`config.mk`:
```
export PLATFORM = sky130hd
export DESIGN_NAME = rsp_merge
export DESIGN_NICKNAME = d
export VERILOG_FILES = /design/src/hw/mem_map_pkg.sv /design/src/hw/rsp_merge.sv
export SDC_FILE = /design/constraint.sdc
export NUM_CORES = 1
export LEC_CHECK = 0
export BUFFER_PORTS_ARGS = -buffer_cell sky130_fd_sc_hd__buf_4
export CORE_MARGIN = 4
export CORE_UTILIZATION = 23
export DETAILED_ROUTE_END_ITERATION = 10
export PLACE_DENSITY = 0.95
export SLEW_MARGIN = 25
export SYNTH_ARGS = -nofsm -noshare
export SYNTH_HDL_FRONTEND = slang
export SYNTH_SLANG_ARGS = --single-unit
```
`constraint.sdc`:
```
create_clock -name vclk -period 0.9
set_input_delay 0.09 -clock vclk [all_inputs]
set_output_delay 0.09 -clock vclk [all_outputs]
set_load 0.05 [all_outputs]
```
`src/hw/mem_map_pkg.sv`:
```
//--------------------
// Bus widths shared by the memory window subsystem
// Addresses are byte addresses; data moves as whole 32-bit words
//--------------------
`default_nettype none

package mem_map_pkg;

    localparam int unsigned ADDR_W     = 32;
    localparam int unsigned DATA_W     = 32;
    localparam int unsigned WORD_BYTES = DATA_W / 8;
    // Low address bits that select a byte inside a word
    localparam int unsigned BYTE_OFS_W = $clog2(WORD_BYTES);

    typedef logic [ADDR_W-1:0]     addr_t;
    typedef logic [DATA_W-1:0]     data_t;
    typedef logic [WORD_BYTES-1:0] strb_t;

    // Byte-wise merge of a write into an existing word
    function automatic data_t strb_merge(data_t old_word, data_t new_word, strb_t strb);
        data_t res;
        res = old_word;
        for (int b = 0; b < WORD_BYTES; b++) begin
            if (strb[b]) begin
                res[b*8 +: 8] = new_word[b*8 +: 8];
            end
        end
        return res;
    endfunction

endpackage

`default_nettype wire

```
`src/hw/rsp_merge.sv`:
```
//--------------------
// Expects at most one active source per cycle
//--------------------
`timescale 1ns/1ps
`default_nettype none

module rsp_merge (
    input  wire logic               sram_valid,
    input  wire mem_map_pkg::data_t sram_rdata,
    input  wire logic               sram_err,
    input  wire logic               csr_valid,
    input  wire mem_map_pkg::data_t csr_rdata,
    input  wire logic               csr_err,
    input  wire logic               miss,
    output logic                    rsp_valid,
    output mem_map_pkg::data_t      rsp_rdata,
    output logic                    rsp_err
);

    always_comb begin
        rsp_valid = sram_valid || csr_valid || miss;
        rsp_rdata = '0;
        rsp_err   = 1'b0;
        if (sram_valid) begin
            rsp_rdata = sram_rdata;
            rsp_err   = sram_err;
        end else if (csr_valid) begin
            rsp_rdata = csr_rdata;
            rsp_err   = csr_err;
        end else if (miss) begin
            // Unmapped address, data stays zero
            rsp_err = 1'b1;
        end
    end

endmodule

`default_nettype wire

```
==> flow_summary.ini <==
[synthesis]
synth_nets = 117
synth_cell_types = 8
muxShareOfSynthArea_pct = 2.66
yosys_warnings = 0
syn_area_per_cell_sq_um = 7.85
syn_area_sq_um = 377
synthCells = 48
yosysSeqAreaShare_pct = 0
synth.cells.most_frequent = a22o_1 (30), nand2_1 (5), buf_2 (4)
synth_top_area_cell = a22o_1
synth_fa_ha_area_share_pct = 0
synth_top_area_share_pct = 69.8
synth_xor_xnor_area_share_pct = 0
synth_most_common_cell = a22o_1
synthSimpleGateAreaFrac_pct = 9.30
synthTopCellsByArea = a22o_1 (70%), buf_6 (9.0%), buf_2 (5.3%)
synth-compound-area-share_pct = 73.8
synth_top_family_by_area = compound AO/OA/AOI/OAI gates

[die]
die-area_sq_mm = 0.00235
die_w_um = 48.5
io_pins = 103
die_h_um = 48.5
core_sq_mm = 0.00152
start_util_pct = 24.7
num_rows = 14

[sta]
fin_crit_sh_pct = 114
fin_crit_ps = 1030
rsz0062_at_grt = yes
max_freq_mhz = 971
drv_slew = 0
hold_viol_final = 0
tns_ps = -3020
max-slew-margin-rel_pct = 86.5
worst_pin_slew_ps = 203
setup_viol = 31
timing.final.ws_setup_ps = -130

[route]
viasPerCell = 5.25
num_vias = 877
first_iter_violations = 6
totalWireLength_mm = 3.17
wl_per_cell_um = 19.0
drc_errors = 0
antenna_left = 0
drt-pass1-iter-count = 4

[worst_setup_path]
path_class = in2out
cp-end-kind = primary output
path_max_fanout = 5
worstPathArrival_ps = 940
required_ps = 810
critPathLaunchType = input port

[finish]
regArea_sq_um = 0
layout-drive-gt1-share_pct = 95.4
antennaDiodeCount = 0
fin_area_sq_mm = 0.00143
fin_nets = 222
clkbuf_count = 0
postLayoutCoreUtil_pct = 93.8
area_growth_pct = 280
seq_cells = 0

[pwr]
p_per_area_mw_per_mm2 = 841
total_power_mw = 1.20
vdd_ir_drop_max_v = 0.000557
p_leak_nw = 0.761

[grt]
grt_use_met3_pct = 6.75
grt_max_degree = 21
antenna_found_initial = 0
track_usage_pct = 25.1
gr-usage-met2_pct = 48.9
gr-usage-met1_pct = 23.5
top_usage_layer = met2
grt_pass1_vias = 992
grt_pass1_wl_mm = 4.80
overflow = 0

[hold_path]
holdPathStages = 3
min_path_type = in2out

[place]
io_buffer_count = 103
dp_slack_ps = -151
placed_area_sq_mm = 0.00122
gp_congestion = 0.751

[clocking]
postCtsHoldBufs = 0

[run]
drv_cap = 0

[outcome]
outcome = finished with violations
failed_checks = negative setup slack
cell type report:
class / instances / area [sq um]
multi-input cells: 41 / 409
well taps: 16 / 20.0
repair buffers: 110 / 1000
fillers: 54 / 93.8
cells in the final DEF (no fill, tap or decap), drive strengths merged:
cell,count
o21ai,3
buf,110
or3,1
nand2,5
a22o,30
and2b,1
mux2i,1
critical path, stage by stage:
cell	delay [ps]
buf_6	100
and2b_4	270
buf_2	170
a22o_2	160
buf_6	150
power breakdown:
| group | switching (mW) | leakage (nW) | internal (mW) |
|---|---|---|---|
| sequential | 0 | 0 | 0 |
| clock | 0 | 0 | 0 |
| combinational | 0.632 | 0.761 | 0.572 |
per-stage QoR:
step / cells / hold WS, ps
finish: 167 / 511
detailed placement: 166 / 538
CTS: 167 / 506
global route: 167 / 516
floorplan: 48 / 399
global placement: 166 / 536
path summary, 6_finish.rpt:
kind	startpoint	to	slack [ps]
hold / removal	csr_rdata[25]	rsp_rdata[25]	510
setup / recovery	sram_valid	rsp_rdata[27]	-130
cells by family after synthesis:
family,count (synthesis)
multiplexers,1
buffers and inverters,7
AND/OR/NAND/NOR,7
AO/OA/AOI/OAI,33
timing repair:
action,CTS,global route
setup buffers,0,0
endpoints found under the setup margin,31,31
pin swaps,1,1
resized for setup,42,7
hold endpoints to repair,0,0
cloned,1,0
routing by layer:
metal,vias up,wire length [um]
met5,-,0
met4,0,169
met3,14,307
met2,69,1700
met1,384,989
li1,410,-
Note: power is estimated with default switching activity, not from simulation.
