--- src/hw/mem_map_pkg.sv ---
//--------------------
// Bus widths shared by the memory window subsystem
// Addresses are byte addresses; data moves as whole 32-bit words
//--------------------
`default_nettype none

package mem_map_pkg;

    localparam int unsigned ADDR_W     = 32;
    localparam int unsigned DATA_W     = 32;
    localparam int unsigned WORD_BYTES = DATA_W / 8;
    // Low address bits that select a byte inside a word
    localparam int unsigned BYTE_OFS_W = $clog2(WORD_BYTES);

    typedef logic [ADDR_W-1:0]     addr_t;
    typedef logic [DATA_W-1:0]     data_t;
    typedef logic [WORD_BYTES-1:0] strb_t;

    // Byte-wise merge of a write into an existing word
    function automatic data_t strb_merge(data_t old_word, data_t new_word, strb_t strb);
        data_t res;
        res = old_word;
        for (int b = 0; b < WORD_BYTES; b++) begin
            if (strb[b]) begin
                res[b*8 +: 8] = new_word[b*8 +: 8];
            end
        end
        return res;
    endfunction

endpackage

`default_nettype wire

--- src/hw/csr_pkg.sv ---
//--------------------
// CSR window layout, offsets relative to the CSR base
// Only word-aligned offsets listed here are mapped
//--------------------
`default_nettype none

package csr_pkg;

    localparam int unsigned CSR_WINDOW_BYTES = 256;
    localparam int unsigned CSR_OFS_W        = $clog2(CSR_WINDOW_BYTES);

    typedef logic [CSR_OFS_W-1:0] csr_ofs_t;

    localparam csr_ofs_t CSR_ID_OFS       = 8'h00;
    localparam csr_ofs_t CSR_GPIO_OUT_OFS = 8'h04;
    localparam csr_ofs_t CSR_GPIO_IN_OFS  = 8'h08;
    // First of a contiguous run of scratch words
    localparam csr_ofs_t CSR_SCRATCH0_OFS = 8'h10;
    localparam int unsigned CSR_SCRATCH_WORDS = 4;

    localparam mem_map_pkg::data_t CSR_ID_VALUE = 32'h4D57_0001;

endpackage

`default_nettype wire

--- src/hw/mem_req_if.sv ---
//--------------------
// Single-beat request, no handshake
// A request exists in every cycle with valid high
//--------------------
`timescale 1ns/1ps
`default_nettype none

interface mem_req_if;

    logic               valid;
    logic               write;
    mem_map_pkg::addr_t addr;
    mem_map_pkg::data_t wdata;
    mem_map_pkg::strb_t strb;

    modport src (
        output valid, write, addr, wdata, strb
    );

    modport dst (
        input valid, write, addr, wdata, strb
    );

endinterface

`default_nettype wire

--- src/hw/csr_target.sv ---
//--------------------
// Unmapped or unaligned offsets and writes to ID or GPIO_IN
// return an error and change nothing
//--------------------
`timescale 1ns/1ps
`default_nettype none

module csr_target (
    input  wire logic               clk,
    input  wire logic               arst_n,
    mem_req_if.dst                  req,
    input  wire mem_map_pkg::data_t gpio_in,
    output mem_map_pkg::data_t      gpio_out,
    output logic                    rsp_valid,
    output mem_map_pkg::data_t      rsp_rdata,
    output logic                    rsp_err
);

    localparam int unsigned SCR_IDX_W = $clog2(csr_pkg::CSR_SCRATCH_WORDS);
    localparam csr_pkg::csr_ofs_t SCR_SPAN =
        csr_pkg::csr_ofs_t'(csr_pkg::CSR_SCRATCH_WORDS * mem_map_pkg::WORD_BYTES);

    mem_map_pkg::data_t   scratch [csr_pkg::CSR_SCRATCH_WORDS];
    csr_pkg::csr_ofs_t    ofs;
    csr_pkg::csr_ofs_t    scr_rel;
    logic [SCR_IDX_W-1:0] scr_idx;
    logic                 scr_hit;
    mem_map_pkg::data_t   rd_word;
    logic                 acc_err;
    logic                 gpio_wr;
    logic                 scr_wr;

    assign ofs     = req.addr[csr_pkg::CSR_OFS_W-1:0];
    // Below the scratch base this wraps high and misses the span
    assign scr_rel = ofs - csr_pkg::CSR_SCRATCH0_OFS;
    assign scr_idx = scr_rel[mem_map_pkg::BYTE_OFS_W +: SCR_IDX_W];
    assign scr_hit = (scr_rel < SCR_SPAN) && (scr_rel[mem_map_pkg::BYTE_OFS_W-1:0] == '0);

    always_comb begin
        rd_word = '0;
        acc_err = 1'b0;
        gpio_wr = 1'b0;
        scr_wr  = 1'b0;
        case (ofs)
            csr_pkg::CSR_ID_OFS: begin
                rd_word = csr_pkg::CSR_ID_VALUE;
                acc_err = req.write;
            end
            csr_pkg::CSR_GPIO_OUT_OFS: begin
                rd_word = gpio_out;
                gpio_wr = req.write;
            end
            csr_pkg::CSR_GPIO_IN_OFS: begin
                rd_word = gpio_in;
                acc_err = req.write;
            end
            default: begin
                if (scr_hit) begin
                    rd_word = scratch[scr_idx];
                    scr_wr  = req.write;
                end else begin
                    acc_err = 1'b1;
                end
            end
        endcase
    end

    always_ff @(posedge clk or negedge arst_n) begin
        if (!arst_n) begin
            gpio_out  <= '0;
            scratch   <= '{default: '0};
            rsp_valid <= 1'b0;
            rsp_err   <= 1'b0;
        end else begin
            rsp_valid <= req.valid;
            rsp_err   <= req.valid && acc_err;
            if (req.valid && gpio_wr) begin
                gpio_out <= mem_map_pkg::strb_merge(gpio_out, req.wdata, req.strb);
            end
            if (req.valid && scr_wr) begin
                scratch[scr_idx] <= mem_map_pkg::strb_merge(scratch[scr_idx], req.wdata,
                                                            req.strb);
            end
        end
    end

    // Zero for writes and errors, else the word seen at request time
    always_ff @(posedge clk) begin
        if (req.valid) begin
            rsp_rdata <= (req.write || acc_err) ? '0 : rd_word;
        end
    end

endmodule

`default_nettype wire

--- src/flat_wrapper.sv ---
// flat-port wrapper written by rule: the top's interface ports become plain ports
module csr_target_flat 
  (clk, arst_n, gpio_in, gpio_out, rsp_valid, rsp_rdata, rsp_err, req_valid, req_write, req_addr, req_wdata, req_strb);
  mem_req_if req_i ();
  input  wire logic clk;
  input  wire logic arst_n;
  input  wire mem_map_pkg::data_t gpio_in;
  output mem_map_pkg::data_t gpio_out;
  output logic rsp_valid;
  output mem_map_pkg::data_t rsp_rdata;
  output logic rsp_err;
  input wire logic [$bits(req_i.valid)-1:0] req_valid;
  input wire logic [$bits(req_i.write)-1:0] req_write;
  input wire logic [$bits(req_i.addr)-1:0] req_addr;
  input wire logic [$bits(req_i.wdata)-1:0] req_wdata;
  input wire logic [$bits(req_i.strb)-1:0] req_strb;
  assign req_i.valid = req_valid;
  assign req_i.write = req_write;
  assign req_i.addr = req_addr;
  assign req_i.wdata = req_wdata;
  assign req_i.strb = req_strb;
  csr_target u_core (.clk(clk), .arst_n(arst_n), .req(req_i), .gpio_in(gpio_in), .gpio_out(gpio_out), .rsp_valid(rsp_valid), .rsp_rdata(rsp_rdata), .rsp_err(rsp_err));
endmodule
--- config.mk ---
export PLATFORM = sky130hd
export DESIGN_NAME = csr_target_flat
export DESIGN_NICKNAME = d
export VERILOG_FILES = /design/src/hw/mem_map_pkg.sv /design/src/hw/csr_pkg.sv /design/src/hw/mem_req_if.sv /design/src/hw/csr_target.sv /design/src/flat_wrapper.sv
export SDC_FILE = /design/constraint.sdc
export NUM_CORES = 1
export LEC_CHECK = 0
export ABC_CLOCK_PERIOD_IN_PS = 2100
export BUFFER_PORTS_ARGS = -buffer_cell sky130_fd_sc_hd__buf_4
export CORE_MARGIN = 5
export CORE_UTILIZATION = 40
export CTS_CLUSTER_DIAMETER = 200
export CTS_CLUSTER_SIZE = 30
export DETAILED_ROUTE_END_ITERATION = 10
export GPL_ROUTABILITY_DRIVEN = 1
export HOLD_SLACK_MARGIN = 0.02
export PLACE_DENSITY = 0.69
export SYNTH_ARGS = -nofsm -noshare
export SYNTH_HDL_FRONTEND = slang
export SYNTH_SLANG_ARGS = --single-unit
export TNS_END_PERCENT = 1
--- constraint.sdc ---
create_clock -name clk -period 2.1 [get_ports clk]
set_clock_uncertainty 0.2 [all_clocks]
set_input_delay 0.105 -clock clk [delete_from_list [all_inputs] [get_ports clk]]
set_output_delay 0.105 -clock clk [all_outputs]
set_load 0.02 [all_outputs]
==> results of run 1 <==
## per-layer routing
metal | up-vias | track usage (%) | share of wire (%)
met5 | - | 0 | 0
met4 | 0 | 6.276 | 1.9
met3 | 28 | 4.118 | 6.2
met2 | 260 | 35.15 | 49
met1 | 3803 | 28.17 | 43
li1 | 3510 | - | -
## path summary, 6_finish.rpt
path | from | end | cells after the start
min in group asynchronous | arst_n | u_core.scratch[35] | 3
max | req_addr[2] | u_core.gpio_out[28] | 7
min reg2reg | u_core.scratch[5] | u_core.scratch[5] | 1
min | req_strb[3] | u_core.scratch[26] | 4
max in group asynchronous | arst_n | u_core.gpio_out[14] | 4
max reg2reg | u_core.scratch[22] | u_core.scratch[22] | 4
## state kept, by name (all words and copies together) (netlist names)
name and count:
u_core.rsp_err 1, u_core.gpio_out 32, u_core.rsp_rdata 32, u_core.scratch 128, u_core.rsp_valid 1
## critical path: cells and delay by family
kind	cells	cell delay [ns]
buffers and inverters	3	0.88
multiplexers	1	0.32
AND/OR/NAND/NOR	3	0.86
## synth_stat cells, types with 4 or more instances
| master | count | area share [%] |
|---|---|---|
| a21oi_1 | 55 | 2.9 |
| a22oi_1 | 22 | 1.7 |
| a2bb2oi_1 | 32 | 2.9 |
| a31oi_1 | 10 | 0.65 |
| buf_1 | 6 | 0.24 |
| buf_2 | 19 | 0.99 |
| clkbuf_1 | 42 | 1.6 |
| dfrtp_1 | 162 | 42 |
| edfxtp_1 | 32 | 10 |
| inv_1 | 4 | 0.16 |
| mux2_2 | 128 | 15 |
| mux2i_1 | 32 | 3.3 |
| nand2_1 | 46 | 1.8 |
| nand2_2 | 4 | 0.26 |
| nand2b_1 | 34 | 2.2 |
| nor2_1 | 66 | 2.6 |
| o211ai_1 | 32 | 2.5 |
| o21ai_0 | 10 | 0.52 |
| o22a_1 | 64 | 5.9 |
## kinds of logic (layout without fill, tap and decap cells)
family                 count (synthesis)  in the layout
flip-flops                           194            194
AND/OR/NAND/NOR                      166            166
buffers and inverters                 74            318
AO/OA/AOI/OAI                        227            227
multiplexers                         160            160
## where the power goes
group | internal [uW] | leakage, uW | switching (uW)
clock network | 1550 | 0.000268 | 1560
registers | 3980 | 0.00254 | 79.4
logic | 561 | 0.00303 | 551
total | 6090 | 0.00583 | 2190
## layout make-up
| cell class | count | area (sq um) | area share (%) |
|---|---|---|---|
| Clock buffer | 17 | 425.4 | 3.354 |
| Clock inverter | 15 | 126.4 | 0.9964 |
| Inverter | 4 | 15.01 | 0.1184 |
| Multi-Input combinational cell | 553 | 4312 | 34.00 |
| Sequential cell | 194 | 5015 | 39.54 |
| Tap cell | 319 | 399.1 | 3.147 |
| Timing Repair Buffer | 282 | 2390 | 18.84 |
## stage by stage
| step | total power [uW] | setup TNS [ns] | cells | hold slack [ns] | area [sq um] |
|---|---|---|---|---|---|
| after global routing | 8606 | -0.2468 | 1384 | 0.03516 | 12680 |
| after floorplan | 4665 | 0 | 821 | -0.3906 | 9578 |
| after CTS | 8328 | 0 | 1384 | 0.02618 | 12670 |
| after detailed placement | 5128 | -8.509 | 1281 | -0.1320 | 11410 |
| final | 8281 | 0 | 1384 | 0.03578 | 12680 |
| after global placement | 5110 | -7.380 | 1281 | -0.1308 | 11410 |
## timing repair
action,in CTS,in global routing
endpoints found under the setup margin,0,32
hold endpoints to repair,370,0
gates resized for setup,0,3
hold buffers,71,0
==> flow_summary.toml, run 1 <==
[run_status]
status = "completed"

[route]
avgRoutedWirePerCell_um = 20.17
first_iter_violations = 510
ant_nets = 0
viasPerCell = 5.492
wl_um = 27920
first_pass_iters = 5
vias = 7601
drc = 0

[worst_setup_path]
crit_path_frequent_cell = "buf_4"
rrSetupSlack_ns = 0.53
cp_max_fo = 9
cp_cell_sequence = "dlygate4sd3_1 -> buf_4 -> or4bb_1 -> nor4_4 -> buf_4 -> nand2_2 -> mux2_2"
start_kind = "primary input"
required_ns = 2.22
crit_type = "in -> reg"
arrival_ns = 2.18
slowest_delay_ns = 0.52
critPathSlowestCell = "dlygate4sd3_1"
cp-end-kind = "flip-flop"

[synth]
seq_area_frac_synth_pct = 52.36
syn-num-nets = 925
postSynthCellCount = 821
synthArstFlopShare_pct = 83.51
yosys_most_used_dff = "dfrtp_1"
synth_edf_count = 32
yosys-mux-area-fraction_pct = 18.39
synth_compound_area_share_pct = 17.23
syn_area_sq_um = 9578
synthXorXnorAreaFrac_pct = 0
synth-simple-area-share_pct = 8.635
synth-warning-count = 0
yosysUniqueCellTypes = 32
synth_fa_ha_area_share_pct = 0
synth.avg_cell_area_sq_um = 11.67
synth-seq-cells = 194
synth_top_family_by_area = "multiplexers"

[clock_tree]
cts_sinks = 194
path_clk_slew_ns = 0.08
cts_setup_buffers = 0
htreeDepth = 4
cts_inserted_buffers = 17
cts_tree = "done"
clock_latency_ns = 0.45
cts.path.max_buffers = 2
clock-root-buffer = "clkbuf_16"

[place]
place_congestion = 0.8429
dp.final_hpwl_um = 18580
port_buffers = 145
post-place-ws_ns = -0.1259

[layout]
final_common_cell = "buf_4"
drive_above_1_share_pct = 36.24
fillCellCount = 2039
area_growth_syn_to_layout_pct = 32.41
fin_util_pct = 53.87
mostFrequentLayoutCells = "202 x buf_4, 162 x dfrtp_1, 128 x mux2_2, 71 x dlygate4sd3_1, 66 x nor2_1"
finalNetCount = 1156
antennaDiodeCount = 0

[timing]
max_freq_mhz = 485.4
period_minus_slack_ns = 2.060
period_share_pct = 98.10
slew_headroom_pct = 70.42
layout_setup_ws_ns = 0.03997
grt_setup_unrepaired = "true"
drv_slew = 0
hold_viol = 0
final-setup-viol-count = 0
tightest_slew_ns = 0.4436

[die]
die_w_um = 164.7
dieArea_sq_um = 27140
fp.dieH_um = 164.7
design.portCount = 170
core_sq_um = 23540
initial_core_util_pct = 40.68
rows = 56

[power]
ir_drop_v = 0.0005624
p_per_area_nw_per_um2 = 652.9
leakagePower_uw = 0.005834

[global_route]
grt_pass1_vias = 8084
grt_pass1_wl_um = 44610
globalRouteOverflowTotal = 0
grt_max_degree = 66
antenna_found_initial = 0
grt_usage_pct = 21.14

[worst_hold_path]
hp-class = "in -> reg"

[run]
drv_cap = 0
Note: power is estimated with default switching activity, not from simulation.
==> run 2: changes to the inputs <==
- REMOVE_ABC_BUFFERS: not set -> 1
==> run 2 against run 1 <==
Against the previous run: combinational power barely moved; clock-buffer cell count is 2 higher; flip-flop and latch count did not move; highest routed layer is now met5; wire length decreased by 0.81%; power rose by 0.31%; setup slack improved by 0.099 ns; design area down 0.57%; maximum frequency up 5.1%; largest power group unchanged; critical path type unchanged; register-to-register slack better by 0.03 ns; sequential power is essentially flat.
==> flow_summary.toml, run 2 (synthesis results as in run 1) <==
[die]
rows = 56
core_sq_um = 23540
dieArea_sq_um = 27140
die_w_um = 164.7
initial_core_util_pct = 40.68
fp.dieH_um = 164.7
design.portCount = 170

[layout]
largest-register = "u_core.scratch"
regArea_sq_um = 5015
mostFrequentLayoutCells = "195 x buf_4, 162 x dfrtp_1, 128 x mux2_2, 68 x dlygate4sd3_1, 66 x nor2_1"
fillCellCount = 2090
reg_top3 = "u_core.scratch (128), u_core.gpio_out (32), u_core.rsp_rdata (32)"
fin_util_pct = 53.56
area_growth_syn_to_layout_pct = 31.65
finalNetCount = 1146
final_common_cell = "buf_4"
multiInputGateArea_sq_um = 4302
largest_reg_flops = 128
drive_above_1_share_pct = 35.64
stdcell_area_sq_um = 12610

[worst_setup_path]
crit_buf_inv = 3
cp_max_fo = 7
timing.rr.start = "u_core.scratch[96]"
r2r_end = "u_core.rsp_rdata[0]"
slowest_delay_ns = 0.71
cp_cell_sequence = "buf_4 -> or4_1 -> buf_4 -> nor2_1 -> o311ai_4 -> buf_4 -> a31oi_1"
crit_path_frequent_cell = "buf_4"
rrSetupSlack_ns = 0.56
start_kind = "primary input"
required_ns = 2.13
crit_type = "in -> reg"
critPathSlowestCell = "or4_1"
rr_worst_depth = 4
arrival_ns = 1.99
critPathTopFamily = "simple AND/OR/NAND/NOR gates"
cp-end-kind = "flip-flop"

[place]
place_area_sq_um = 11350
port_buffers = 145
dp.final_hpwl_um = 18410
place_congestion = 0.8128

[timing]
tightest_slew_ns = 0.6968
grt_setup_unrepaired = "false"
max_freq_mhz = 510.0
period_minus_slack_ns = 1.961
drv_slew = 0
holdWs_ns = 0.05065
slew_headroom_pct = 53.55
hold_viol = 0
tns_ns = 0
period_share_pct = 93.36
final-setup-viol-count = 0

[route]
first_pass_iters = 6
drc = 0
avgRoutedWirePerCell_um = 20.14
wl_um = 27690
vias = 7564
first_iter_violations = 554
viasPerCell = 5.501
ant_nets = 0

[worst_hold_path]
holdPathEnd = "u_core.scratch[2]"
hp-class = "in -> reg"
hp-start = "req_addr[2]"
hold_depth = 4

[global_route]
grt_max_degree = 70
grt_usage_pct = 20.82
grt_pass1_wl_um = 43820
grt_pass1_vias = 8010
antenna_found_initial = 2
globalRouteOverflowTotal = 0

[power]
ir_drop_v = 0.0005146
p_per_area_nw_per_um2 = 658.7
leakagePower_uw = 0.005776

[clock_tree]
cts_sinks = 194
cts.path.max_buffers = 2
cts_inserted_buffers = 17
cts_tree = "done"
htreeDepth = 4
clock-root-buffer = "clkbuf_16"
clock_latency_ns = 0.43
path_clk_slew_ns = 0.07
cts_setup_buffers = 0

[run_status]
status = "completed"

[run]
drv_cap = 0
## run 2: worst max-delay path by stage
stage	from	end	slack, ns	cells past startpoint
finish	req_addr[5]	u_core.rsp_rdata[0]	0.14	7
global route	req_valid	u_core.scratch[100]	0.05	8
CTS	req_valid	u_core.scratch[107]	0.17	8
detailed placement	req_addr[5]	u_core.rsp_rdata[0]	-0.27	7
global placement	req_addr[5]	u_core.rsp_rdata[0]	-0.22	7
floorplan	req_addr[5]	u_core.scratch[100]	-1.68	3
## run 2: cell type report
class	instances	area share (%)
clock inverters	13	1.012
diodes	1	0.01985
well taps	319	3.165
flip-flops and latches	194	39.77
repair buffers	272	18.37
inverters	4	0.1191
clock buffers	19	3.433
multi-input cells	553	34.11
## run 2: through the flow
step                      instances  setup slack [ns]  total power [uW]
after floorplan                 751            -1.679              4594
after global placement         1273           -0.2212              5104
after detailed placement       1273           -0.2687              5123
after CTS                      1374            0.1707              8365
after global routing           1375           0.05141              8638
final                          1375            0.1393              8306
## run 2: what timing repair did
action / CTS / global route
resized for setup: 0 / 0
endpoints found under the hold margin: 366 / 0
setup endpoints to repair: 0 / 0
hold buffers: 69 / 0
## run 2: per-layer routing
layer  GRT usage [%]  wire length, um  part of all wire [%]  vias to the layer above
li1                -                -                     -                     3493
met1           27.78            12250                    44                     3801
met2           34.20            13190                    48                      235
met3           4.916             1671                   6.0                       33
met4           5.671              563                   2.0                        2
met5               0               12                 0.043                        -
## run 2: worst min-delay path, stage by stage
cell     delay [ns]
buf_4          0.14
buf_4          0.20
nand2_1        0.09
o22a_1         0.11
## run 2: power by group
part / total (uW) / internal [uW] / switching, uW
combinational: 1100 / 555 / 544
sequential: 4060 / 3980 / 78.4
clock: 3150 / 1660 / 1490
