**config.mk**
```make
export PLATFORM = sky130hd
export DESIGN_NAME = addr_decode_flat
export DESIGN_NICKNAME = d
export VERILOG_FILES = /design/src/hw/mem_map_pkg.sv /design/src/hw/csr_pkg.sv /design/src/hw/mem_req_if.sv /design/src/hw/addr_decode.sv /design/src/flat_wrapper.sv
export SDC_FILE = /design/constraint.sdc
export NUM_CORES = 1
export LEC_CHECK = 0
export BUFFER_PORTS_ARGS = -buffer_cell sky130_fd_sc_hd__buf_2
export CORE_AREA = 2 2 82 84
export CTS_CLUSTER_SIZE = 20
export DETAILED_ROUTE_END_ITERATION = 7
export DIE_AREA = 0 0 84 86
export GPL_TIMING_DRIVEN = 1
export HOLD_SLACK_MARGIN = 0.06
export PLACE_DENSITY = 0.58
export SYNTH_ARGS = -nofsm -noshare
export SYNTH_HDL_FRONTEND = slang
export SYNTH_SLANG_ARGS = --single-unit
```
**constraint.sdc**
```tcl
create_clock -name clk -period 0.8 [get_ports clk]
set_input_delay 0.04 -clock clk [delete_from_list [all_inputs] [get_ports clk]]
set_output_delay 0.04 -clock clk [all_outputs]
set_load 0.02 [all_outputs]
```
**src/hw/mem_map_pkg.sv**
```systemverilog
//--------------------
// Bus widths shared by the memory window subsystem
// Addresses are byte addresses; data moves as whole 32-bit words
//--------------------
`default_nettype none

package mem_map_pkg;

    localparam int unsigned ADDR_W     = 32;
    localparam int unsigned DATA_W     = 32;
    localparam int unsigned WORD_BYTES = DATA_W / 8;
    // Low address bits that select a byte inside a word
    localparam int unsigned BYTE_OFS_W = $clog2(WORD_BYTES);

    typedef logic [ADDR_W-1:0]     addr_t;
    typedef logic [DATA_W-1:0]     data_t;
    typedef logic [WORD_BYTES-1:0] strb_t;

    // Byte-wise merge of a write into an existing word
    function automatic data_t strb_merge(data_t old_word, data_t new_word, strb_t strb);
        data_t res;
        res = old_word;
        for (int b = 0; b < WORD_BYTES; b++) begin
            if (strb[b]) begin
                res[b*8 +: 8] = new_word[b*8 +: 8];
            end
        end
        return res;
    endfunction

endpackage

`default_nettype wire

```
**src/hw/csr_pkg.sv**
```systemverilog
//--------------------
// CSR window layout, offsets relative to the CSR base
// Only word-aligned offsets listed here are mapped
//--------------------
`default_nettype none

package csr_pkg;

    localparam int unsigned CSR_WINDOW_BYTES = 256;
    localparam int unsigned CSR_OFS_W        = $clog2(CSR_WINDOW_BYTES);

    typedef logic [CSR_OFS_W-1:0] csr_ofs_t;

    localparam csr_ofs_t CSR_ID_OFS       = 8'h00;
    localparam csr_ofs_t CSR_GPIO_OUT_OFS = 8'h04;
    localparam csr_ofs_t CSR_GPIO_IN_OFS  = 8'h08;
    // First of a contiguous run of scratch words
    localparam csr_ofs_t CSR_SCRATCH0_OFS = 8'h10;
    localparam int unsigned CSR_SCRATCH_WORDS = 4;

    localparam mem_map_pkg::data_t CSR_ID_VALUE = 32'h4D57_0001;

endpackage

`default_nettype wire

```
**src/hw/mem_req_if.sv**
```systemverilog
//--------------------
// Single-beat request, no handshake
// A request exists in every cycle with valid high
//--------------------
`timescale 1ns/1ps
`default_nettype none

interface mem_req_if;

    logic               valid;
    logic               write;
    mem_map_pkg::addr_t addr;
    mem_map_pkg::data_t wdata;
    mem_map_pkg::strb_t strb;

    modport src (
        output valid, write, addr, wdata, strb
    );

    modport dst (
        input valid, write, addr, wdata, strb
    );

endinterface

`default_nettype wire

```
**src/hw/addr_decode.sv**
```systemverilog
//--------------------
// Bases must be aligned to their window size
// Windows must not overlap; SRAM wins if they do
//--------------------
`timescale 1ns/1ps
`default_nettype none

module addr_decode #(
    parameter int unsigned        SRAM_WORDS = 256,
    parameter mem_map_pkg::addr_t SRAM_BASE  = 32'h2000_0000,
    parameter mem_map_pkg::addr_t CSR_BASE   = 32'h3000_0000
) (
    input  wire logic clk,
    input  wire logic arst_n,
    mem_req_if.dst    req_in,
    mem_req_if.src    sram_req,
    mem_req_if.src    csr_req,
    output logic      miss
);

    localparam int unsigned ADDR_W  = mem_map_pkg::ADDR_W;
    localparam int unsigned SRAM_AW = $clog2(SRAM_WORDS * mem_map_pkg::WORD_BYTES);
    localparam int unsigned CSR_AW  = $clog2(csr_pkg::CSR_WINDOW_BYTES);

    localparam mem_map_pkg::addr_t SRAM_MASK = mem_map_pkg::addr_t'((1 << SRAM_AW) - 1);
    localparam mem_map_pkg::addr_t CSR_MASK  = mem_map_pkg::addr_t'((1 << CSR_AW) - 1);

    logic sram_hit;
    logic csr_hit;

    // Upper address bits select the window
    assign sram_hit = req_in.addr[ADDR_W-1:SRAM_AW] == SRAM_BASE[ADDR_W-1:SRAM_AW];
    assign csr_hit  = !sram_hit &&
                      (req_in.addr[ADDR_W-1:CSR_AW] == CSR_BASE[ADDR_W-1:CSR_AW]);

    assign sram_req.valid = req_in.valid && sram_hit;
    assign sram_req.write = req_in.write;
    assign sram_req.addr  = req_in.addr & SRAM_MASK;
    assign sram_req.wdata = req_in.wdata;
    assign sram_req.strb  = req_in.strb;

    assign csr_req.valid = req_in.valid && csr_hit;
    assign csr_req.write = req_in.write;
    assign csr_req.addr  = req_in.addr & CSR_MASK;
    assign csr_req.wdata = req_in.wdata;
    assign csr_req.strb  = req_in.strb;

    // Delayed to line up with the target response registers
    always_ff @(posedge clk or negedge arst_n) begin
        if (!arst_n) begin
            miss <= 1'b0;
        end else begin
            miss <= req_in.valid && !sram_hit && !csr_hit;
        end
    end

endmodule

`default_nettype wire

```
**src/flat_wrapper.sv**
```systemverilog
// flat-port wrapper written by rule: the top's interface ports become plain ports
module addr_decode_flat 
#(
    parameter int unsigned        SRAM_WORDS = 256,
    parameter mem_map_pkg::addr_t SRAM_BASE  = 32'h2000_0000,
    parameter mem_map_pkg::addr_t CSR_BASE   = 32'h3000_0000
)
  (clk, arst_n, miss, req_in_valid, req_in_write, req_in_addr, req_in_wdata, req_in_strb, sram_req_valid, sram_req_write, sram_req_addr, sram_req_wdata, sram_req_strb, csr_req_valid, csr_req_write, csr_req_addr, csr_req_wdata, csr_req_strb);
  mem_req_if req_in_i ();
  mem_req_if sram_req_i ();
  mem_req_if csr_req_i ();
  input  wire logic clk;
  input  wire logic arst_n;
  output logic miss;
  input wire logic [$bits(req_in_i.valid)-1:0] req_in_valid;
  input wire logic [$bits(req_in_i.write)-1:0] req_in_write;
  input wire logic [$bits(req_in_i.addr)-1:0] req_in_addr;
  input wire logic [$bits(req_in_i.wdata)-1:0] req_in_wdata;
  input wire logic [$bits(req_in_i.strb)-1:0] req_in_strb;
  output wire logic [$bits(sram_req_i.valid)-1:0] sram_req_valid;
  output wire logic [$bits(sram_req_i.write)-1:0] sram_req_write;
  output wire logic [$bits(sram_req_i.addr)-1:0] sram_req_addr;
  output wire logic [$bits(sram_req_i.wdata)-1:0] sram_req_wdata;
  output wire logic [$bits(sram_req_i.strb)-1:0] sram_req_strb;
  output wire logic [$bits(csr_req_i.valid)-1:0] csr_req_valid;
  output wire logic [$bits(csr_req_i.write)-1:0] csr_req_write;
  output wire logic [$bits(csr_req_i.addr)-1:0] csr_req_addr;
  output wire logic [$bits(csr_req_i.wdata)-1:0] csr_req_wdata;
  output wire logic [$bits(csr_req_i.strb)-1:0] csr_req_strb;
  assign req_in_i.valid = req_in_valid;
  assign req_in_i.write = req_in_write;
  assign req_in_i.addr = req_in_addr;
  assign req_in_i.wdata = req_in_wdata;
  assign req_in_i.strb = req_in_strb;
  assign sram_req_valid = sram_req_i.valid;
  assign sram_req_write = sram_req_i.write;
  assign sram_req_addr = sram_req_i.addr;
  assign sram_req_wdata = sram_req_i.wdata;
  assign sram_req_strb = sram_req_i.strb;
  assign csr_req_valid = csr_req_i.valid;
  assign csr_req_write = csr_req_i.write;
  assign csr_req_addr = csr_req_i.addr;
  assign csr_req_wdata = csr_req_i.wdata;
  assign csr_req_strb = csr_req_i.strb;
  addr_decode #(.SRAM_WORDS(SRAM_WORDS), .SRAM_BASE(SRAM_BASE), .CSR_BASE(CSR_BASE)) u_core (.clk(clk), .arst_n(arst_n), .req_in(req_in_i), .sram_req(sram_req_i), .csr_req(csr_req_i), .miss(miss));
endmodule
```
==> results of run 1 <==
==> per-stage QoR <==
stage | instance area (um2) | hold slack (ns) | total power, uW
after floorplan | 1360 | -0.256 | 1110
after global placement | 576 | -0.170 | 364
after detailed placement | 576 | -0.172 | 366
after CTS | 683 | 0.0802 | 413
after global routing | 689 | 0.0800 | 440
final | 689 | 0.0800 | 418
==> synth_stat cells <==
master	number
buf_4	138
nor4_1	3
nor2_1	2
nor4_2	2
conb_1	1
dfrtp_1	1
inv_1	1
nand2_1	1
nand3_1	1
nand4_1	1
nor2b_1	1
nor3_1	1
nor3b_1	1
o31a_1	1
==> worst max-delay path, cell delays in order <==
cell     delay (ns)
buf_6          0.10
nor4_4         0.25
nand4_1        0.14
buf_4          0.17
nor4_4         0.11
buf_4          0.17
==> power groups by stage <==
stage               Sequential, uW  Combinational [uW]  Clock, uW
floorplan                     58.2                1050          0
global placement              55.4                 309          0
detailed placement            55.5                 310          0
CTS                           55.5                 357          0
global route                  55.7                 385          0
finish                        55.4                 363          0
==> layout by cell type (no fill, tap or decap), types with 2 or more instances in the layout <==
cell / count
buf_2: 21
conb_1: 46
buf_6: 8
nor4_4: 5
buf_4: 3
nor2_1: 2
==> metal layers <==
metal / global-route usage / vias up / share of wire
met1: 0.0160 / 186 / 0.11
met2: 0.0953 / 96 / 0.52
met5: 0 / - / 0
li1: - / 176 / -
met3: 0.0395 / 34 / 0.26
met4: 0.0557 / 0 / 0.12
==> area by class of cell <==
class | count | area [um2]
Fill cell | 725 | 5590
Inverter | 1 | 3.75
Multi-Input combinational cell | 60 | 337
Sequential cell | 1 | 25.0
Tap cell | 77 | 96.3
Timing Repair Buffer | 33 | 228
==> how the worst max path moves through the flow <==
stage                          from        endpoint  slack (ns)
floorplan           req_in_addr[30]   csr_req_valid       -0.13
global placement    req_in_addr[30]  sram_req_valid       -0.32
detailed placement  req_in_addr[30]  sram_req_valid       -0.31
CTS                 req_in_addr[16]  sram_req_valid       -0.24
global route        req_in_addr[16]  sram_req_valid       -0.34
finish              req_in_addr[16]  sram_req_valid       -0.23
==> timing repair <==
action,CTS,global route
endpoints found under the hold margin,1,0
setup buffers,1,0
pin swaps,9,4
hold buffers,1,0
setup endpoints to repair,3,3
resized for setup,17,1
==> cells by family after synthesis <==
| logic type | Yosys count | synth area share |
|---|---|---|
| DFF | 1 | 0.0215 |
| buffers and inverters | 139 | 0.895 |
| AOI/OAI and AO/OA | 1 | 0.00754 |
| and+or+nand+nor | 13 | 0.0732 |
| other | 1 | 0.00323 |
==> flow_metrics.env, run 1 <==
export IMPL_cp_start_kind="input pin"
export IMPL_syn_avg_cell_area_um2=7.50
export IMPL_crit_type="in2out"
export IMPL_fin_tns_setup_ns=-0.595
export IMPL_synthCells=155
export IMPL_rsz0062_at_grt="true"
export IMPL_timing_final_crit_share=1.29
export IMPL_n_antenna_cell=0
export IMPL_routabilityCongestion=0.681
export IMPL_intPower_uw=149
export IMPL_p_switching_uw=269
export IMPL_power_density_nw_per_um2=607
export IMPL_antenna_found_initial=0
export IMPL_drive_gt1_frac=0.411
export IMPL_maxCapViolCount=0
export IMPL_end_kind="output pin"
export IMPL_synthTopCellsByArea="buf_4 (89%), dfrtp_1 (2.2%), nor4_2 (2.2%), nor4_1 (1.6%), o31a_1 (0.75%)"
export IMPL_dieHeight_um=86
export IMPL_via_per_inst=2.86
export IMPL_fin_ws_ns=-0.235
export IMPL_post_dp_hpwl_um=1840
export IMPL_power_frac_comb=0.867
export IMPL_drt_iter0_drc=5
export IMPL_vias=492
export IMPL_dp_cells=170
export IMPL_ys_seq_area_frac=0.0215
export IMPL_violations="negative setup slack"
export IMPL_clockPowerShare=0
export IMPL_die_area_um2=7220
export IMPL_drtAntennaViolNets=0
export IMPL_pwr_share_seq=0.133
export IMPL_core_area_um2=6280
export IMPL_drt_first_pass_iters=2
export IMPL_dp_slack_ns=-0.312
export IMPL_drc_errors=0
export IMPL_hold_end="sram_req_addr[0]"
export IMPL_grt_pass1_wl_um=2590
export IMPL_hp_start="req_in_addr[0]"
export IMPL_pin_count=213
export IMPL_yosysTopAreaCell="buf_4"
export IMPL_drt_wl_total_um=2070
export IMPL_finalSetupViolations=3
export IMPL_run_status="finished, violations left"
export IMPL_port_buffers=31
export IMPL_initial_core_util=0.185
export IMPL_grt_ovfl_total=0
export IMPL_cp_required_ns=0.76
export IMPL_min_path_type="in2out"
export IMPL_areaGrowthSynthToFinish_pct=-40.7
export IMPL_grt_pass1_vias=463
export IMPL_largest_reg_flops=1
export IMPL_die_w_um=84
export IMPL_synth_area_um2=1160
export IMPL_track_usage=0.0477
export IMPL_top_register="u_core.miss"
export IMPL_leakage_uw=0.000342
export IMPL_clock_fmax_mhz=966
export IMPL_whs_path_depth=0
export IMPL_post_route_util=0.110
export IMPL_drv_slew=0
export IMPL_routedWlPerCell_um=12.0
export IMPL_ys_ff_latch=1
export IMPL_peakVddDrop_v=0.000224
export IMPL_top_regs="u_core.miss x1"
export IMPL_row_count=29
export IMPL_hold_viol=0
export IMPL_final_cells=172
export IMPL_arrival_ns=0.99
export IMPL_nets=169
export IMPL_yosysUniqueCellTypes=14
export IMPL_synth_top_cell_area_share=0.891
export IMPL_crit_fanout=2
export IMPL_sw_frac_of_total=0.644
export IMPL_grt_max_degree=4
export IMPL_period_needed_ns=1.03
export IMPL_ys_warn_count=0
(Power assumes the default switching activity.)
==> inputs of run 2 (changes only) <==
CELL_PAD_IN_SITES_DETAIL_PLACEMENT = 0   (was unset)
CELL_PAD_IN_SITES_GLOBAL_PLACEMENT = 1   (was unset)
CORE_AREA = unset   (was 2 2 82 84)
CORE_UTILIZATION = 15   (was unset)
DIE_AREA = unset   (was 0 0 84 86)
PLACE_DENSITY = 0.8   (was 0.58)
==> run 2 against run 1 <==
  * The flow still finishes with violations (negative setup slack)
  * Critical path depth stayed put
  * Die area is 12% higher
  * Cell area is 0.54% lower
  * Global-route usage is 0.91 points higher
  * Power is 5.1% lower
  * Setup slack worse by 0.063 ns
  * Via count is 0.41% higher
  * Wire length is 29% higher
  * Largest cell class unchanged
==> flow_metrics.env, run 2 (synthesis gave the netlist of run 1 again) <==
export IMPL_drc_errors=0
export IMPL_die_w_um=90.0
export IMPL_pwr_share_seq=0.137
export IMPL_top_register="u_core.miss"
export IMPL_use_met1=0.0263
export IMPL_clockPowerShare=0
export IMPL_p_switching_uw=263
export IMPL_crit_type="in2out"
export IMPL_crit_fanout=3
export IMPL_routedWlPerCell_um=13.8
export IMPL_drt_first_pass_iters=2
export IMPL_largest_reg_flops=1
export IMPL_most_common_layout_cells="conb_1 (46), buf_2 (26), nor4_4 (5)"
export IMPL_grt_max_degree=4
export IMPL_routabilityCongestion=0.660
export IMPL_startpoint="req_in_addr[13]"
export IMPL_sw_frac_of_total=0.663
export IMPL_row_count=31
export IMPL_via_per_inst=2.55
export IMPL_cpMaxStageDelayCell="nor4_4"
export IMPL_min_path_type="in2out"
export IMPL_p_total_uw=397
export IMPL_fin_area_um2=686
export IMPL_worstSetupEndpoint="csr_req_valid"
export IMPL_dieHeight_um=90.0
export IMPL_grt_ovfl_total=0
export IMPL_drive_gt1_frac=0.411
export IMPL_grtUsageMet3=0.0592
export IMPL_grt_pass1_vias=438
export IMPL_whs_path_depth=0
export IMPL_nets=169
export IMPL_postPlaceCellArea_um2=603
export IMPL_end_kind="output pin"
export IMPL_drt_iter0_drc=1
export IMPL_final_common_cell="conb_1"
export IMPL_power_frac_comb=0.863
export IMPL_finalSetupViolations=3
export IMPL_crit_chain="buf_2, nor4_4, nand4_1, buf_4, nor3_2, buf_4"
export IMPL_leakage_uw=0.000332
export IMPL_n_antenna_cell=0
export IMPL_maxCapViolCount=0
export IMPL_violations="negative setup slack"
export IMPL_antenna_found_initial=0
export IMPL_port_buffers=31
export IMPL_post_dp_hpwl_um=2420
export IMPL_hold_viol=0
export IMPL_drt_wl_total_um=2670
export IMPL_intPower_uw=134
export IMPL_timing_final_crit_share=1.37
export IMPL_slowest_delay_ns=0.23
export IMPL_fin_ws_ns=-0.298
export IMPL_areaGrowthSynthToFinish_pct=-41.0
export IMPL_period_needed_ns=1.10
export IMPL_power_density_nw_per_um2=579
export IMPL_cp_required_ns=0.76
export IMPL_cp_start_kind="input pin"
export IMPL_track_usage=0.0568
export IMPL_run_status="finished, violations left"
export IMPL_drv_slew=0
export IMPL_top_regs="u_core.miss x1"
export IMPL_pin_count=213
export IMPL_grt_pass1_wl_um=3280
export IMPL_final_cells=194
export IMPL_dp_cells=192
export IMPL_die_area_um2=8110
export IMPL_initial_core_util=0.158
export IMPL_rsz0062_at_grt="true"
export IMPL_vias=494
export IMPL_peakVddDrop_v=0.0000906
export IMPL_clock_fmax_mhz=910
export IMPL_drtAntennaViolNets=0
export IMPL_core_area_um2=7370
export IMPL_critPathMostFrequentCell="buf_4"
export IMPL_use_met2=0.0954
export IMPL_arrival_ns=1.06
export IMPL_grt_busiest_layer="met2"
[run 2: cell counts in the layout (fill, tap and decap cells not counted)]
Identical to the previous run, type by type.
[run 2: power groups by stage]
stage / combinational, uW / sequential (uW) / clock [uW]
final: 342 / 54.5 / 0
after global routing: 363 / 54.8 / 0
after detailed placement: 304 / 54.6 / 0
after CTS: 319 / 54.6 / 0
after floorplan: 1050 / 58.2 / 0
after global placement: 302 / 54.6 / 0
[run 2: stage by stage]
stage / utilization / worst slack, ns / TNS [ns] / hold WS, ns
2_1_floorplan: - / -0.127 / -0.333 / -0.256
3_3_place_gp: 0.0818 / -0.350 / -0.905 / -0.184
3_5_place_dp: 0.0818 / -0.379 / -0.989 / -0.181
4_1_cts: 0.0873 / -0.340 / -0.821 / 0.0802
5_1_grt: 0.0930 / -0.404 / -1.14 / 0.0800
6_report: 0.0930 / -0.298 / -0.857 / 0.0800
[run 2: worst min path at each step]
stage	from	endpoint	slack, ns
after floorplan	arst_n	u_core.miss$_DFF_PN0_	-0.26
after global placement	arst_n	u_core.miss$_DFF_PN0_	-0.18
after detailed placement	arst_n	u_core.miss$_DFF_PN0_	-0.18
after CTS	req_in_wdata[21]	csr_req_wdata[21]	0.08
after global routing	req_in_wdata[0]	csr_req_wdata[0]	0.08
final	req_in_wdata[13]	sram_req_wdata[13]	0.08
[run 2: worst max-delay path, delay by kind of cell]
kind	cells	cell delay (ns)
buffers and inverters	3	0.47
and+or+nand+nor	3	0.54
[run 2: layout make-up]
class,count,area [um2]
Multi-Input combinational cell,60,337
Fill cell,883,6680
Timing Repair Buffer,33,196
Inverter,1,3.75
Tap cell,99,124
Sequential cell,1,25.0
[run 2: metal layers]
metal  routed length [um]  part of all wire
met1                  416              0.16
met2                 1280              0.48
met3                  666              0.25
met4                  259             0.097
met5                   53             0.020
[run 2: what timing repair did]
| item | in CTS | in global routing |
|---|---|---|
| gates resized for setup | 6 | 5 |
| buffers inserted | 0 | 1 |
| pin swaps | 3 | 2 |
| setup endpoints to repair | 3 | 3 |
| hold buffers | 1 | 0 |
| endpoints found under the hold margin | 1 | 0 |
==> inputs of run 3 (changes only) <==
ABC_AREA = 1   (was unset)
HOLD_SLACK_MARGIN = unset   (was 0.06)
PLACE_DENSITY = 0.78   (was 0.8)
==> run 3 against run 2 <==
  * The run still ends with negative setup slack left
  * Highest routed layer is now met4
  * Cell area grew 21%
  * Sequential power is essentially flat
  * Sequential share of layout area down 0.62 points
  * Largest cell class unchanged
  * Synthesized cell count up 14%
==> flow_metrics.env, run 3 <==
export IMPL_drt_wl_total_um=1720
export IMPL_post_dp_hpwl_um=1160
export IMPL_fin_ws_ns=-0.0424
export IMPL_regArea_um2=25.0
export IMPL_multi_input_area_um2=410
export IMPL_worstSetupEndpoint="csr_req_valid"
export IMPL_final_cells=217
export IMPL_crit_fanout=3
export IMPL_grt_ovfl_total=0
export IMPL_syn_avg_cell_area_um2=6.95
export IMPL_yosysTopAreaCell="buf_4"
export IMPL_rsz0062_at_grt="true"
export IMPL_largest_reg_flops=1
export IMPL_grt_pass1_wl_um=1880
export IMPL_cp_start_kind="input pin"
export IMPL_grt_max_degree=4
export IMPL_postPlaceCellArea_um2=638
export IMPL_synth_async_reset_ratio=1.00
export IMPL_arrival_ns=0.80
export IMPL_port_buffers=31
export IMPL_p_total_uw=450
export IMPL_dp_slack_ns=-0.0956
export IMPL_min_path_type="in2out"
export IMPL_top_regs="u_core.miss x1"
export IMPL_yosysMostFrequentCell="buf_4"
export IMPL_synthTopCellsByArea="buf_4 (85%), nor2_1 (5.5%), nand2_1 (2.1%), dfrtp_1 (2.0%), nand3_1 (1.2%)"
export IMPL_fin_area_um2=827
export IMPL_synth_top_cell_area_share=0.847
export IMPL_crit_type="in2out"
export IMPL_timing_final_crit_share=1.05
export IMPL_peakVddDrop_v=0.0000774
export IMPL_fin_tns_setup_ns=-0.0946
export IMPL_routabilityCongestion=0.485
export IMPL_end_kind="output pin"
export IMPL_leakage_uw=0.000388
export IMPL_die_w_um=92.3
export IMPL_startpoint="req_in_addr[16]"
export IMPL_drt_iter0_drc=6
export IMPL_drc_errors=0
export IMPL_synthTopCellsByCount="buf_4 (138), nor2_1 (18), nand2_1 (7), inv_1 (4), nand3_1 (3)"
export IMPL_finalSetupViolations=3
export IMPL_dp_cells=216
export IMPL_drtAntennaViolNets=0
export IMPL_synthCells=176
export IMPL_synth_main_ff_cell="dfrtp_1"
export IMPL_initial_core_util=0.157
export IMPL_top_register="u_core.miss"
export IMPL_drt_first_pass_iters=2
export IMPL_period_needed_ns=0.842
export IMPL_row_count=32
export IMPL_synth_area_um2=1220
export IMPL_drv_slew=0
export IMPL_power_density_nw_per_um2=545
export IMPL_dieHeight_um=92.3
export IMPL_track_usage=0.0271
export IMPL_vias=565
export IMPL_n_antenna_cell=0
export IMPL_run_status="finished, violations left"
export IMPL_most_common_layout_cells="conb_1 (46), buf_2 (17), buf_6 (13)"
export IMPL_grt_pass1_vias=494
export IMPL_pin_count=213
export IMPL_hold_viol=0
export IMPL_fill_cells=911
export IMPL_clock_fmax_mhz=1190
export IMPL_nets=189
export IMPL_via_per_inst=2.60
export IMPL_areaGrowthSynthToFinish_pct=-32.3
export IMPL_final_common_cell="conb_1"
export IMPL_yosysUniqueCellTypes=11
export IMPL_ys_warn_count=0
export IMPL_maxCapViolCount=0
export IMPL_die_area_um2=8510
export IMPL_synth_edf_count=0
export IMPL_drive_gt1_frac=0.522
export IMPL_routedWlPerCell_um=7.93
export IMPL_core_area_um2=7810
export IMPL_cp_required_ns=0.76
export IMPL_antenna_found_initial=0
export IMPL_ys_ff_latch=1
export IMPL_violations="negative setup slack"
export IMPL_ys_seq_area_frac=0.0205
-- run 3: changes by cell type after synthesis, sizes merged --
cell and delta:
nor2 +18, nand3 +2, nand2 +7, nor4 -5
nor2b -1, nand4 -1, o31a -1, nor3b -1
inv +3
-- run 3: critical path, stage by stage --
cell and delay (ns):
buf_6 0.10, nor2_4 0.09, nand2_2 0.07, nor2_4 0.14, nand2_2 0.07, nor3_2 0.14
buf_4 0.15
-- run 3: cell type report --
class / count / share of cell area
Inverter: 4 / 0.0182
Tap cell: 102 / 0.154
Multi-Input combinational cell: 78 / 0.496
Sequential cell: 1 / 0.0303
Timing Repair Buffer: 32 / 0.301
-- run 3: through the flow --
stage	utilization	hold WS (ns)
final	0.106	0.0800
after global routing	0.106	0.0800
after CTS	0.0923	0.0802
after detailed placement	0.0817	-0.179
after global placement	0.0817	-0.178
after floorplan	-	-0.256
-- run 3: per-layer routing --
| layer | share of wire | vias to the layer above | GRT usage |
|---|---|---|---|
| met3 | 0.22 | 27 | 0.0216 |
| met4 | 0.077 | 0 | 0.0313 |
| li1 | - | 221 | - |
| met5 | 0 | - | 0 |
| met2 | 0.55 | 93 | 0.0591 |
| met1 | 0.15 | 224 | 0.00543 |
-- run 3: what timing repair did --
action | CTS | global route
gates resized for setup | 18 | 29
endpoints found under the setup margin | 3 | 3
hold endpoints to repair | 1 | 0
buffers inserted | 0 | 0
pin swaps | 22 | 17
hold buffers | 1 | 0
-- run 3: cells by family after synthesis --
family / count (synthesis) / share of synthesized area
DFF: 1 / 0.0205
buffers and inverters: 142 / 0.860
and+or+nand+nor: 32 / 0.117
other: 1 / 0.00307
-- run 3: worst min-delay path by stage --
stage | startpoint | to | slack (ns) | cells past startpoint
after global routing | req_in_wdata[19] | sram_req_wdata[19] | 0.08 | 0
after detailed placement | arst_n | u_core.miss$_DFF_PN0_ | -0.18 | 1
after global placement | arst_n | u_core.miss$_DFF_PN0_ | -0.18 | 1
after floorplan | arst_n | u_core.miss$_DFF_PN0_ | -0.26 | 0
final | req_in_wdata[5] | csr_req_wdata[5] | 0.08 | 0
after CTS | req_in_wdata[28] | csr_req_wdata[28] | 0.08 | 0
-- run 3: power by group --
| part | leakage, uW | switching [uW] | internal, uW | total [uW] |
|---|---|---|---|---|
| Clock | 0 | 0 | 0 | 0 |
| Combinational | 0.000377 | 280 | 116 | 396 |
| Sequential | 0.0000117 | 0.755 | 54.1 | 54.8 |
| Total | 0.000388 | 281 | 170 | 450 |
